## src/design/ppu_pkg.sv

```systemverilog
package ppu_pkg;

// ------------------------------------------------------------
// Bus geometry

// Byte address width shared by the RAM, the master and both requesters
localparam int W_ADDR = 12;
// The steering logic in the bus master assumes a 32-bit data bus
localparam int W_DATA = 32;
// Requester 0 is the line fetcher and wins over requester 1, the host reader
localparam int N_REQ = 2;

// ------------------------------------------------------------
// Picture and timing geometry

localparam int LINE_WORDS = 8;
localparam int N_LINES = 4;
localparam int LINE_CYCLES = 64;
// Extra cycles that the video RAM adds to every data phase
localparam int VRAM_WAIT = 1;

// ------------------------------------------------------------
// Types

typedef logic [W_ADDR-1:0] addr_t;
typedef logic [W_DATA-1:0] data_t;
// Same encoding as the low two bits of hsize: 0 byte, 1 halfword, 2 word
typedef logic [1:0] size_t;
typedef logic [$clog2(N_LINES)-1:0] line_t;

// Line fetcher FSM
// IDLE waits for a line start, REQ holds a bus request, PUSH offers one word
typedef enum logic [1:0] {
	IDLE,
	REQ,
	PUSH
} fetch_state_t;

endpackage

```

## src/design/ppu_line_fetcher.sv

```systemverilog
`timescale 1ns/1ps

module ppu_line_fetcher (
	input  logic           clk,
	input  logic           rst_n,
	input  logic           line_start,
	input  ppu_pkg::line_t line_y,

	// Bus requester side
	output logic           req_vld,
	output ppu_pkg::addr_t req_addr,
	output ppu_pkg::size_t req_size,
	input  logic           req_rdy,
	input  ppu_pkg::data_t req_data,

	// Pixel word stream
	output logic           pix_valid,
	input  logic           pix_ready,
	output ppu_pkg::data_t pix_data,
	output ppu_pkg::line_t pix_line,
	output logic           pix_last,
	output logic           overrun
);

typedef logic [$clog2(ppu_pkg::LINE_WORDS)-1:0] word_idx_t;

ppu_pkg::fetch_state_t state;
word_idx_t             word_cnt;
ppu_pkg::addr_t        base_addr;
logic                  final_word;

// Lines sit back to back in RAM, LINE_WORDS words each
assign base_addr = ppu_pkg::addr_t'(line_y * ppu_pkg::LINE_WORDS * 4);
assign final_word = word_cnt == word_idx_t'(ppu_pkg::LINE_WORDS - 1);

// Pixel fetches are always whole words
assign req_size = ppu_pkg::size_t'(2);
assign req_vld = state == ppu_pkg::REQ;
assign pix_valid = state == ppu_pkg::PUSH;

// ------------------------------------------------------------
// FSM

always_ff @(posedge clk or negedge rst_n) begin
	if (!rst_n) begin
		state <= ppu_pkg::IDLE;
		word_cnt <= '0;
		pix_last <= 1'b0;
		overrun <= 1'b0;
	end else begin
		// A line start while busy drops that line for good
		if (line_start && state != ppu_pkg::IDLE)
			overrun <= 1'b1;
		case (state)
		ppu_pkg::IDLE: begin
			if (line_start) begin
				word_cnt <= '0;
				state <= ppu_pkg::REQ;
			end
		end
		ppu_pkg::REQ: begin
			if (req_rdy) begin
				pix_last <= final_word;
				state <= ppu_pkg::PUSH;
			end
		end
		ppu_pkg::PUSH: begin
			// No new request until the word has left
			if (pix_ready) begin
				word_cnt <= word_cnt + 1'b1;
				state <= pix_last ? ppu_pkg::IDLE : ppu_pkg::REQ;
			end
		end
		default: state <= ppu_pkg::IDLE;
		endcase
	end
end

// Address, line tag and word are only sampled in the states that use them
always_ff @(posedge clk) begin
	if (state == ppu_pkg::IDLE && line_start) begin
		req_addr <= base_addr;
		pix_line <= line_y;
	end
	if (state == ppu_pkg::PUSH && pix_ready)
		req_addr <= req_addr + 3'd4;
	if (state == ppu_pkg::REQ && req_rdy)
		pix_data <= req_data;
end

// The master may only answer a request that is actually raised,
// otherwise a word would be taken in the wrong state
a_req_hold: assert property (@(posedge clk) disable iff (!rst_n)
	req_rdy |-> req_vld);

endmodule

```

## config.mk

```make
export PLATFORM = sky130hd
export DESIGN_NAME = ppu_line_fetcher
export DESIGN_NICKNAME = d
export VERILOG_FILES = /design/src/design/ppu_pkg.sv /design/src/design/ppu_line_fetcher.sv
export SDC_FILE = /design/constraint.sdc
export NUM_CORES = 1
export LEC_CHECK = 0
export BUFFER_PORTS_ARGS = -buffer_cell sky130_fd_sc_hd__clkbuf_2
export CAP_MARGIN = 20
export CORE_UTILIZATION = 41
export DETAILED_ROUTE_END_ITERATION = 10
export PLACE_DENSITY = 0.76
export SYNTH_ARGS = -nofsm -noshare
export SYNTH_HDL_FRONTEND = slang
export SYNTH_SLANG_ARGS = --single-unit
```

## constraint.sdc

```tcl
create_clock -name clk -period 2.4 [get_ports clk]
set_input_delay 0.48 -clock clk [delete_from_list [all_inputs] [get_ports clk]]
set_output_delay 0.48 -clock clk [all_outputs]
set_load 0.005 [all_outputs]
```

Word level (Yosys, flattened, before mapping)
Index checks and enable logic that the tools add are counted.
{"block": "totals", "reg_bits": 53, "inputBits": 39}
{"block": "op_classes", "n_mux": 10, "n_eq_ne": 6, "n_reduce_logical": 11, "addsub": 2}
{"operator": "two-way mux 12 bit", "count": 2}
{"operator": "adder 12 x 3 -> 12 bit (second input constant)", "count": 1}
{"operator": "two-way mux 2 bit", "count": 3}
{"operator": "two-way mux 3 bit", "count": 2}
{"operator": "case mux 2 bit (3 select lines)", "count": 1}
{"operator": "case mux 3 bit (2 select lines)", "count": 1}
{"operator": "AND reduction 3 bit", "count": 2}
{"operator": "nonzero test 2 bit", "count": 3}
{"operator": "logical AND 1 bit", "count": 4}
{"operator": "!= test 2 x 1 -> 1 bit (second input constant)", "count": 2}
{"operator": "adder 3 x 1 -> 3 bit (second input constant)", "count": 1}
{"operator": "== test 3 bit (second input constant)", "count": 1}
{"operator": "== test 2 x 1 -> 1 bit (second input constant)", "count": 1}
{"operator": "== test 2 bit (second input constant)", "count": 1}
{"operator": "zero test 2 bit", "count": 1}
{"operator": "!= test 2 bit (second input constant)", "count": 1}
{"operator": "AND reduction 2 bit", "count": 1}
{"operator": "two-way mux 1 bit", "count": 1}

Logic depth before layout (Yosys ltp)
Gate-level depths: netlist of the first run.
{"block": "logic_depth", "ltp_word": 4, "depth_mapped": 5, "ltp_nobuf": 4}

Worst setup path after synthesis of the first run
Ideal clock, no wire load.
{"block": "synth_timing", "path_type": "input to register", "from": "in req_rdy", "to": "reg pix_last", "stages": 3, "required_ns": 2.275, "arrival_time_ns": 2.391, "setup_ns": 0.125, "slack_ns": -0.116, "cell_sequence": "nand2_1 > nor2_1 > mux2_2"}
{"block": "synth_between", "elab_chain_len": 1}
{"item": "start: declaration", "line": "ppu_line_fetcher.sv:13", "rtl": "input logic req_rdy,"}
{"item": "AND reduction 2 bit (no line)"}
{"item": "end signal: assignment", "line": "ppu_line_fetcher.sv:63", "rtl": "pix_last <= final_word;"}
{"item": "end: declaration", "line": "ppu_line_fetcher.sv:21", "rtl": "output logic pix_last,"}
Every way passes these cells.
A chain may end at the register's enable or synchronous reset.

Final worst setup path of the first run
{"block": "layout_timing", "from": "reg state[1]", "to": "reg req_addr[6] (enable)"}
{"block": "layout_between", "elab_chain_len": 3}
{"item": "start: declaration", "line": "ppu_line_fetcher.sv:27", "rtl": "ppu_pkg::fetch_state_t state;"}
{"item": "start signal: assignment", "line": "ppu_line_fetcher.sv:46", "rtl": "state <= ppu_pkg::IDLE;"}
{"item": "start signal: assignment", "line": "ppu_line_fetcher.sv:58", "rtl": "state <= ppu_pkg::REQ;"}
{"item": "start signal: assignment", "line": "ppu_line_fetcher.sv:64", "rtl": "state <= ppu_pkg::PUSH;"}
{"item": "== test 2 bit or zero test 2 bit (tied branches)", "line": "ppu_line_fetcher.sv:85, ppu_line_fetcher.sv:81"}
{"item": "logical AND 1 bit (on tied branches)", "line": "ppu_line_fetcher.sv:85, ppu_line_fetcher.sv:81"}
{"item": "nonzero test 2 bit (no line) (*)"}
{"item": "end signal: assignment", "line": "ppu_line_fetcher.sv:82", "rtl": "req_addr <= base_addr;"}
{"item": "end signal: assignment", "line": "ppu_line_fetcher.sv:86", "rtl": "req_addr <= req_addr + 3'd4;"}
{"item": "end: declaration", "line": "ppu_line_fetcher.sv:11", "rtl": "output ppu_pkg::addr_t req_addr,"}
Every way passes the cells marked *; elsewhere a longest branch is shown, timed or not.

==> flow_summary.yaml, run 1 <==
status:
  status: "finished clean"
global_route:
  antenna_found_initial: 0
  grt_max_degree: 33
  grt_pass1_wl_um: 5513
  grt_use_total_pct: 14.68
  grt_pass1_vias: 1200
  overflow: 0
timing:
  setup_tns_ps: 0
  finalCritPeriodShare_pct: 70.06
  period_needed_ps: 1681
  rsz0062_at_grt: "no"
  setup_ws_ps: 718.7
  setup_viol: 0
  hold_viol_final: 0
  skew_ps: 4.372
  max_freq_mhz: 594.8
  maxSlewViolCount: 0
  holdWs_ps: 2.128
clocking:
  ctsRootBufferMaster: "clkbuf_8"
  cts_hold_buf: 0
  cts_tree: "done"
  cts_setup_buffers: 0
  path_clk_slew_ps: 80
  clkLatencyLatePin_ps: 290
  cts_resized: 0
  cts_max_level: 2
  cts_sinks: 51
  clockBufferDepth: 2
  numCtsBuffers: 5
power:
  power.internal_w: 0.001858
  ir_drop_v: 0.0004207
  swShare_pct: 26.82
  clkPwrFrac_pct: 26.4
  power.density_nw_per_um2: 1010
  leakagePower_nw: 1.088
  p_switching_w: 0.0006807
  p_comb_share_pct: 20.0
  seqPwrFrac_pct: 53.6
drt:
  routed_wl_um: 3508
  wl_met3_um: 298
  drt-wirelength-per-cell_um: 13.49
  wl_met1_um: 1421
  drtAntennaViolNets: 0
  routed_via_density: 5.015
  top_layer_used: "met4"
  met2_length_um: 1740
  drcViolationCount: 0
  vias: 1304
  drt_first_pass_iters: 4
  first_iter_violations: 89
finish:
  area_growth_pct: 31.93
  final_layout_size_suffix_gt1_share_pct: 47.60
  final_cells: 260
  fillCellCount: 368
  diodes: 0
  fin_nets: 249
  post-route-cell-area_um2: 2512
  final_common_cell: "clkbuf_2"
  layout_common_cells: "clkbuf_2, edfxtp_1, o21ai_0, dfrtp_1, a21oi_1"
setup_path:
  worstSetupEndpointType: "flip-flop"
  crit_family: "simple AND/OR/NAND/NOR gates"
  r2r_cells: 3
  critPathCapture: "req_addr[6]"
  slowest_delay_ps: 480
  cp-startpoint: "state[1]"
  path_class: "reg -> reg"
  timing.rr.start: "state[1]"
  path_buf_inv: 1
  cp.depth: 3
  startpoint_type: "flip-flop"
  crit_required_ps: 2350
  arrival_ps: 1630
  timing.rr.end: "req_addr[6]"
  crit_chain: "nor3b_1 > nor2_1 > inv_1"
  crit_fanout: 11
  reg2reg_slack_ps: 720
  slowest_stage: "dfrtp_1"
logic_synthesis:
  synthTopCellsByArea: "edfxtp_1, dfrtp_1, ha_1, o21ai_0, a21oi_1"
  synth_area_leader_cell: "edfxtp_1"
  ys_seq_area_share_pct: 78.58
  syn-instance-count: 117
  synth.ff_latch_count: 51
  syn_avg_cell_area_um2: 16.28
  yosysTopAreaCellShare_pct: 69.38
  syn-cell-area_um2: 1904
  synth_cell_type_count: 29
  ys_warn_count: 0
place:
  gp_congestion: 0.6907
  place_ws_ps: 647.2
  dp.cells: 252
  port_buffers: 86
  dp_hpwl_um: 2662
  place_area_um2: 2380
die:
  ioPinCount: 91
  rows: 24
  start_util_pct: 43.14
  core_um2: 4414
  dieArea_um2: 4921
  fp.dieW_um: 70.15
  dieHeight_um: 70.15
min_path:
  holdCritPathClass: "in -> async"
job:
  cap_violations: 0
## metal layers
metal | up-vias | GRT usage (%)
li1 | 610 | -
met1 | 622 | 17.46
met2 | 67 | 24.89
met3 | 5 | 3.896
met4 | 0 | 6.667
met5 | - | 0
## Yosys cell counts
cell and count:
conb_1 2, o31ai_1 2, nor2b_1 1, and3b_1 1
o32ai_1 1, dfrtp_1 7, xor2_1 2, nand2b_1 2
nand4_2 1, nand2_1 5, a21oi_1 6, edfxtp_1 44
xnor2_1 1, inv_1 4, or3_2 2, clkbuf_1 2
o21ai_0 7, o22ai_1 1, nor3b_1 1, and2_1 1
or4_1 2, ha_1 3, or3_1 1, mux2_2 1
nand3_1 5, nor2_1 5, a22o_1 2, buf_4 4
nand3b_1 1
## per-stage QoR
stage,total power (W),util [%]
CTS,0.002560,56.92
floorplan,0.001619,-
finish,0.002538,56.92
detailed placement,0.001893,53.91
global placement,0.001874,53.91
global route,0.002676,56.92
## worst min path at each step
| stage | from | end | slack (ps) | cells after the start |
|---|---|---|---|---|
| 5_1_grt | rst_n | state[0] | 2 | 1 |
| 2_1_floorplan | rst_n | overrun | 180 | 0 |
| 3_5_place_dp | rst_n | overrun | 320 | 1 |
| 3_3_place_gp | rst_n | overrun | 320 | 1 |
| 6_report | rst_n | overrun | 2 | 1 |
| 4_1_cts | rst_n | overrun | 4 | 1 |
## power groups by stage
stage          clock network (W)  registers [W]  logic, W
6_report                0.000670        0.00136  0.000507
5_1_grt                 0.000721        0.00139  0.000568
4_1_cts                 0.000683        0.00136  0.000517
3_5_place_dp                   0        0.00138  0.000514
3_3_place_gp                   0        0.00137  0.000507
2_1_floorplan                  0        0.00136  0.000258
## logic make-up after synthesis
logic type               count (synthesis)  share of synthesized area (%)
AO/OA/AOI/OAI                           19                          5.913
XOR/XNOR                                 3                          1.380
adder cells (fa/ha/maj)                  3                          1.971
buffers and inverters                   10                          2.760
flip-flops                              51                          78.58
multiplexers                             1                         0.5913
other                                    2                         0.3944
AND/OR/NAND/NOR                         28                          8.410
## layout make-up
| cell class | count | area (um^2) | share of cell area (%) |
|---|---|---|---|
| tap | 52 | 65.06 | 2.590 |
| inverter | 4 | 15.01 | 0.5976 |
| multi-input combinational | 58 | 365.4 | 14.54 |
| timing repair buffer | 87 | 437.9 | 17.43 |
| clock inverter | 2 | 60.06 | 2.390 |
| clock buffer | 6 | 72.57 | 2.888 |
| sequential | 51 | 1496 | 59.56 |
## registers in the layout (all words and copies together) (netlist names)
signal and count:
req_addr 10, pix_data 32, overrun 1, state 2, pix_last 1, word_cnt 3, pix_line 2
No activity file was read; power rests on OpenSTA's default activity.
==> run 2: changes to the inputs <==
==> constraint.sdc (replaced) <==
create_clock -name clk -period 1.5 [get_ports clk]
set_input_delay 0.3 -clock clk [delete_from_list [all_inputs] [get_ports clk]]
set_output_delay 0.3 -clock clk [all_outputs]
set_load 0.005 [all_outputs]
==> flow_summary.yaml, run 2 (synthesis gave the netlist of run 1 again) <==
clocking:
  cts_sinks: 51
  path_clk_slew_ps: 90
  ctsRootBufferMaster: "clkbuf_8"
  clockBufferDepth: 2
  cts_max_level: 2
  numCtsBuffers: 5
  cts_tree: "done"
  clkLatencyLatePin_ps: 290
place:
  port_buffers: 86
  gp_congestion: 0.7848
  dp.cells: 260
  dp_hpwl_um: 2774
  place_area_um2: 2464
setup_path:
  arrival_ps: 1600
  worstSetupEndpointType: "flip-flop"
  path_class: "reg -> reg"
  crit_fanout: 4
  startpoint_type: "flip-flop"
  crit_required_ps: 1660
global_route:
  grt.met3_usage_pct: 5.195
  grt_pass1_vias: 1192
  grt_max_degree: 33
  antenna_found_initial: 0
  globalRouteMet2Util_pct: 23.29
  grt_use_total_pct: 14.59
  met1_usage_pct: 18.03
  top_usage_layer: "met2"
  grt_pass1_wl_um: 5478
  overflow: 0
timing:
  period_needed_ps: 1440
  maxSlewViolCount: 0
  finalCritPeriodShare_pct: 95.99
  setup_tns_ps: 0
  rsz0062_at_grt: "yes"
  setup_viol: 0
  hold_viol_final: 0
  skew_ps: 3.959
  max_freq_mhz: 694.5
finish:
  diodes: 0
  layout_common_cells: "clkbuf_2, edfxtp_1, buf_4"
  top_register: "pix_data"
  reg.largest.list: "pix_data x32, req_addr x10, word_cnt x3"
  area_growth_pct: 36.53
  final_layout_size_suffix_gt1_share_pct: 52.31
  final_common_cell: "clkbuf_2"
  largest_reg_flops: 32
  final_cells: 268
  post-route-cell-area_um2: 2600
  fin_nets: 258
die:
  start_util_pct: 43.14
  fp.dieW_um: 70.15
  core_um2: 4414
  dieHeight_um: 70.15
  ioPinCount: 91
  dieArea_um2: 4921
  rows: 24
power:
  ir_drop_v: 0.0007409
  leakagePower_nw: 1.116
  power.density_nw_per_um2: 1562
min_path:
  holdCritPathClass: "in -> reg"
drt:
  drcViolationCount: 0
  routed_wl_um: 3640
  vias: 1317
  drt_first_pass_iters: 4
  first_iter_violations: 78
  drt-wirelength-per-cell_um: 13.58
  routed_via_density: 4.914
  drtAntennaViolNets: 0
status:
  status: "finished clean"
job:
  cap_violations: 0
-- run 2: worst max-delay path, cell delays in order, from the launching register on --
cell and delay (ps):
edfxtp_1 360, ha_2 200, inv_1 80, or4_1 540, a21oi_2 130
-- run 2: layer usage --
metal  wire, um  part of all wire (%)
met1       1488                    41
met2       1764                    48
met3        347                   9.5
met4         40                   1.1
met5          0                     0
-- run 2: final cells by class --
cell class	count	area [um^2]
Clock buffer	5	68.82
Clock inverter	2	37.54
Fill cell	357	1814
Inverter	4	15.01
Multi-Input combinational cell	58	396.6
Sequential cell	51	1496
Tap cell	52	65.06
Timing Repair Buffer	96	520.5
-- run 2: power by group --
| group | switching (W) | leakage [nW] | internal (W) |
|---|---|---|---|
| combinational | 0.000551 | 0.567 | 0.000471 |
| sequential | 0.000174 | 0.499 | 0.00195 |
| clock | 0.000427 | 0.0502 | 0.000488 |
| total | 0.00115 | 1.12 | 0.00291 |
-- run 2: worst paths after layout --
kind / start / to / slack, ps / depth (start not counted)
setup / recovery: req_addr[3] / req_addr[10] / 60 / 4
hold / removal: req_data[15] / pix_data[15] / 180 / 1
setup reg to reg: req_addr[3] / req_addr[10] / 60 / 4
hold reg to reg: overrun / overrun / 470 / 1
max in group asynchronous: rst_n / word_cnt[2] / 970 / 2
min in group asynchronous: rst_n / word_cnt[1] / 370 / 2
-- run 2: stage by stage --
step                total power (W)  setup slack [ps]  util (%)  hold WS, ps
floorplan                  0.002610            -22.91         -        4.409
global placement           0.003137             99.15     55.81        145.5
detailed placement         0.003168             66.09     55.81        148.2
CTS                        0.004076             42.20     58.45        169.0
global route               0.004288            -3.193     58.90        158.1
finish                     0.004061             60.21     58.90        176.0
-- run 2: timing repair --
action / 4_1_cts / 5_1_grt
resized for setup: 0 / 5
endpoints found under the hold margin: 7 / 0
hold buffers: 1 / 0
endpoints found under the setup margin: 0 / 13
buffers inserted: 0 / 0
==> run 3: changes to the inputs <==
--- a/config.mk
+++ b/config.mk
@@ -5,11 +5,12 @@
 export SDC_FILE = /design/constraint.sdc
 export NUM_CORES = 1
 export LEC_CHECK = 0
+export ABC_AREA = 1
 export BUFFER_PORTS_ARGS = -buffer_cell sky130_fd_sc_hd__clkbuf_2
 export CAP_MARGIN = 20
 export CORE_UTILIZATION = 41
 export DETAILED_ROUTE_END_ITERATION = 10
-export PLACE_DENSITY = 0.76
+export PLACE_DENSITY = 0.75
 export SYNTH_ARGS = -nofsm -noshare
 export SYNTH_HDL_FRONTEND = slang
 export SYNTH_SLANG_ARGS = --single-unit
==> flow_summary.yaml, run 3 <==
status:
  status: "finished with violations"
  violations: "DRC"
power:
  power.density_nw_per_um2: 1545
  ir_drop_v: 0.0006521
  leakagePower_nw: 1.171
finish:
  diodes: 0
  fillCellCount: 358
  layout_common_cells: "clkbuf_2, edfxtp_1, nand2_1"
  area_growth_pct: 32.02
  top_register: "pix_data"
  reg.largest.list: "pix_data x32, req_addr x10, word_cnt x3"
  utilization_pct: 58.00
  final_layout_size_suffix_gt1_share_pct: 45.57
  fin_nets: 279
  final_common_cell: "clkbuf_2"
  largest_reg_flops: 32
timing:
  setup_tns_ps: 0
  rsz0062_at_grt: "no"
  finalCritPeriodShare_pct: 92.39
  hold_viol_final: 0
  maxSlewViolCount: 0
  skew_ps: 6.953
  setup_viol: 0
  period_needed_ps: 1386
  max_freq_mhz: 721.6
logic_synthesis:
  synthArstFlopShare_pct: 13.73
  synth.ff_latch_count: 51
  synth_cell_type_count: 25
  synth_common_cells: "edfxtp_1, nand2_1, inv_1"
  synthTopCellsByArea: "edfxtp_1, dfrtp_1, nand2_1, inv_1, nor2_1"
  synth_area_leader_cell: "edfxtp_1"
  yosysTopAreaCellShare_pct: 67.22
  syn-cell-area_um2: 1966
  synthFlopType: "edfxtp_1"
  syn-instance-count: 143
  ys_seq_area_share_pct: 76.13
  yosysMostFrequentCell: "edfxtp_1"
  syn_avg_cell_area_um2: 13.75
  synth_edf_count: 44
  ys_warn_count: 0
drt:
  drt_first_pass_iters: 7
  first_iter_violations: 65
  drt-wirelength-per-cell_um: 12.16
  vias: 1332
  drcViolationCount: 13
  drtAntennaViolNets: 0
  routed_via_density: 4.609
  routed_wl_um: 3515
clocking:
  cts_max_level: 2
  cts_resized: 0
  cts_sinks: 51
  path_clk_slew_ps: 90
  clockBufferDepth: 2
  cts_hold_buf: 1
  numCtsBuffers: 5
  cts_tree: "done"
  ctsRootBufferMaster: "clkbuf_8"
  clkLatencyLatePin_ps: 300
  cts_setup_buffers: 0
global_route:
  grt_pass1_vias: 1302
  antenna_found_initial: 0
  grt_pass1_wl_um: 5789
  top_usage_layer: "met2"
  overflow: 0
  grt_use_total_pct: 14.91
  grt.met3_usage_pct: 4.079
  globalRouteMet2Util_pct: 25.50
  grt_max_degree: 29
  met1_usage_pct: 18.23
setup_path:
  path_class: "reg -> reg"
  slowest_stage: "edfxtp_1"
  startpoint_type: "flip-flop"
  arrival_ps: 1450
  crit_chain: "ha_1 > nand3_1 > inv_1 > a21oi_1 > nor2_2"
  slowest_delay_ps: 450
  crit_required_ps: 1560
  crit_fanout: 4
  worstSetupEndpointType: "flip-flop"
place:
  gp_congestion: 0.8022
  dp_hpwl_um: 2725
  port_buffers: 86
die:
  rows: 24
  start_util_pct: 43.93
  core_um2: 4474
  ioPinCount: 91
  dieHeight_um: 71.24
  dieArea_um2: 5075
  fp.dieW_um: 71.24
min_path:
  holdCritPathClass: "in -> reg"
job:
  cap_violations: 0
-- run 3: changes by cell type after synthesis, moves of 3 or more --
cell / change
inv_1: +9
nand2_1: +22
nor2_1: +6
nor2_2: +5
o21ai_0: -4
o21ai_1: +3
-- run 3: power by group --
group	leakage (nW)	internal, W	switching (W)
Clock	0.0502	0.000487	0.000421
Sequential	0.501	0.00194	0.000178
Combinational	0.620	0.000421	0.000564
-- run 3: final timing paths --
path	start	to	slack [ps]	cells after the start
max	req_addr[2]	req_addr[10]	110	5
min	req_data[7]	pix_data[7]	180	1
max reg2reg	req_addr[2]	req_addr[10]	110	5
min reg2reg	overrun	overrun	460	1
max in group asynchronous	rst_n	pix_last	970	2
min in group asynchronous	rst_n	word_cnt[0]	360	2
-- run 3: kinds of logic after synthesis --
family	count (synthesis)	synth area share (%)
other cells	2	0.3821
simple gates	53	12.41
fa+ha+maj	3	1.910
buf+inv	20	4.901
xor+xnor	2	0.8913
flops	51	76.13
compound gates	12	3.373
-- run 3: final cells by class --
type	instances	area, um^2	area share, %
clock inverters	2	37.54	1.446
well taps	52	65.06	2.507
flip-flops and latches	51	1496	57.67
inverters	16	66.31	2.555
clock buffers	5	68.82	2.652
multi-input cells	74	380.4	14.66
repair buffers	89	480.5	18.51
-- run 3: routing by layer --
| metal | up-vias | part of all wire, % |
|---|---|---|
| met5 | - | 0 |
| met4 | 0 | 1.5 |
| met3 | 7 | 11 |
| met2 | 74 | 47 |
| met1 | 592 | 41 |
| li1 | 659 | - |
-- run 3: worst max-delay path: cells and delay by family (launching register included) --
family                   cells  cell delay [ps]
flip-flops                   1              450
AO/OA/AOI/OAI                1              190
buffers and inverters        1               70
AND/OR/NAND/NOR              2              190
adder cells (fa/ha/maj)      1              260
-- run 3: metrics by stage --
step / cells / setup WS, ps / total power [W] / hold WS (ps) / cell area, um^2
floorplan: 145 / 151.6 / 0.002622 / 4.409 / 1973
global placement: 281 / 213.2 / 0.003123 / 145.3 / 2479
detailed placement: 281 / 158.0 / 0.003147 / 149.8 / 2479
CTS: 289 / 108.9 / 0.004048 / 169.3 / 2595
global route: 289 / 28.84 / 0.004251 / 159.0 / 2595
finish: 289 / 114.2 / 0.004008 / 176.2 / 2595
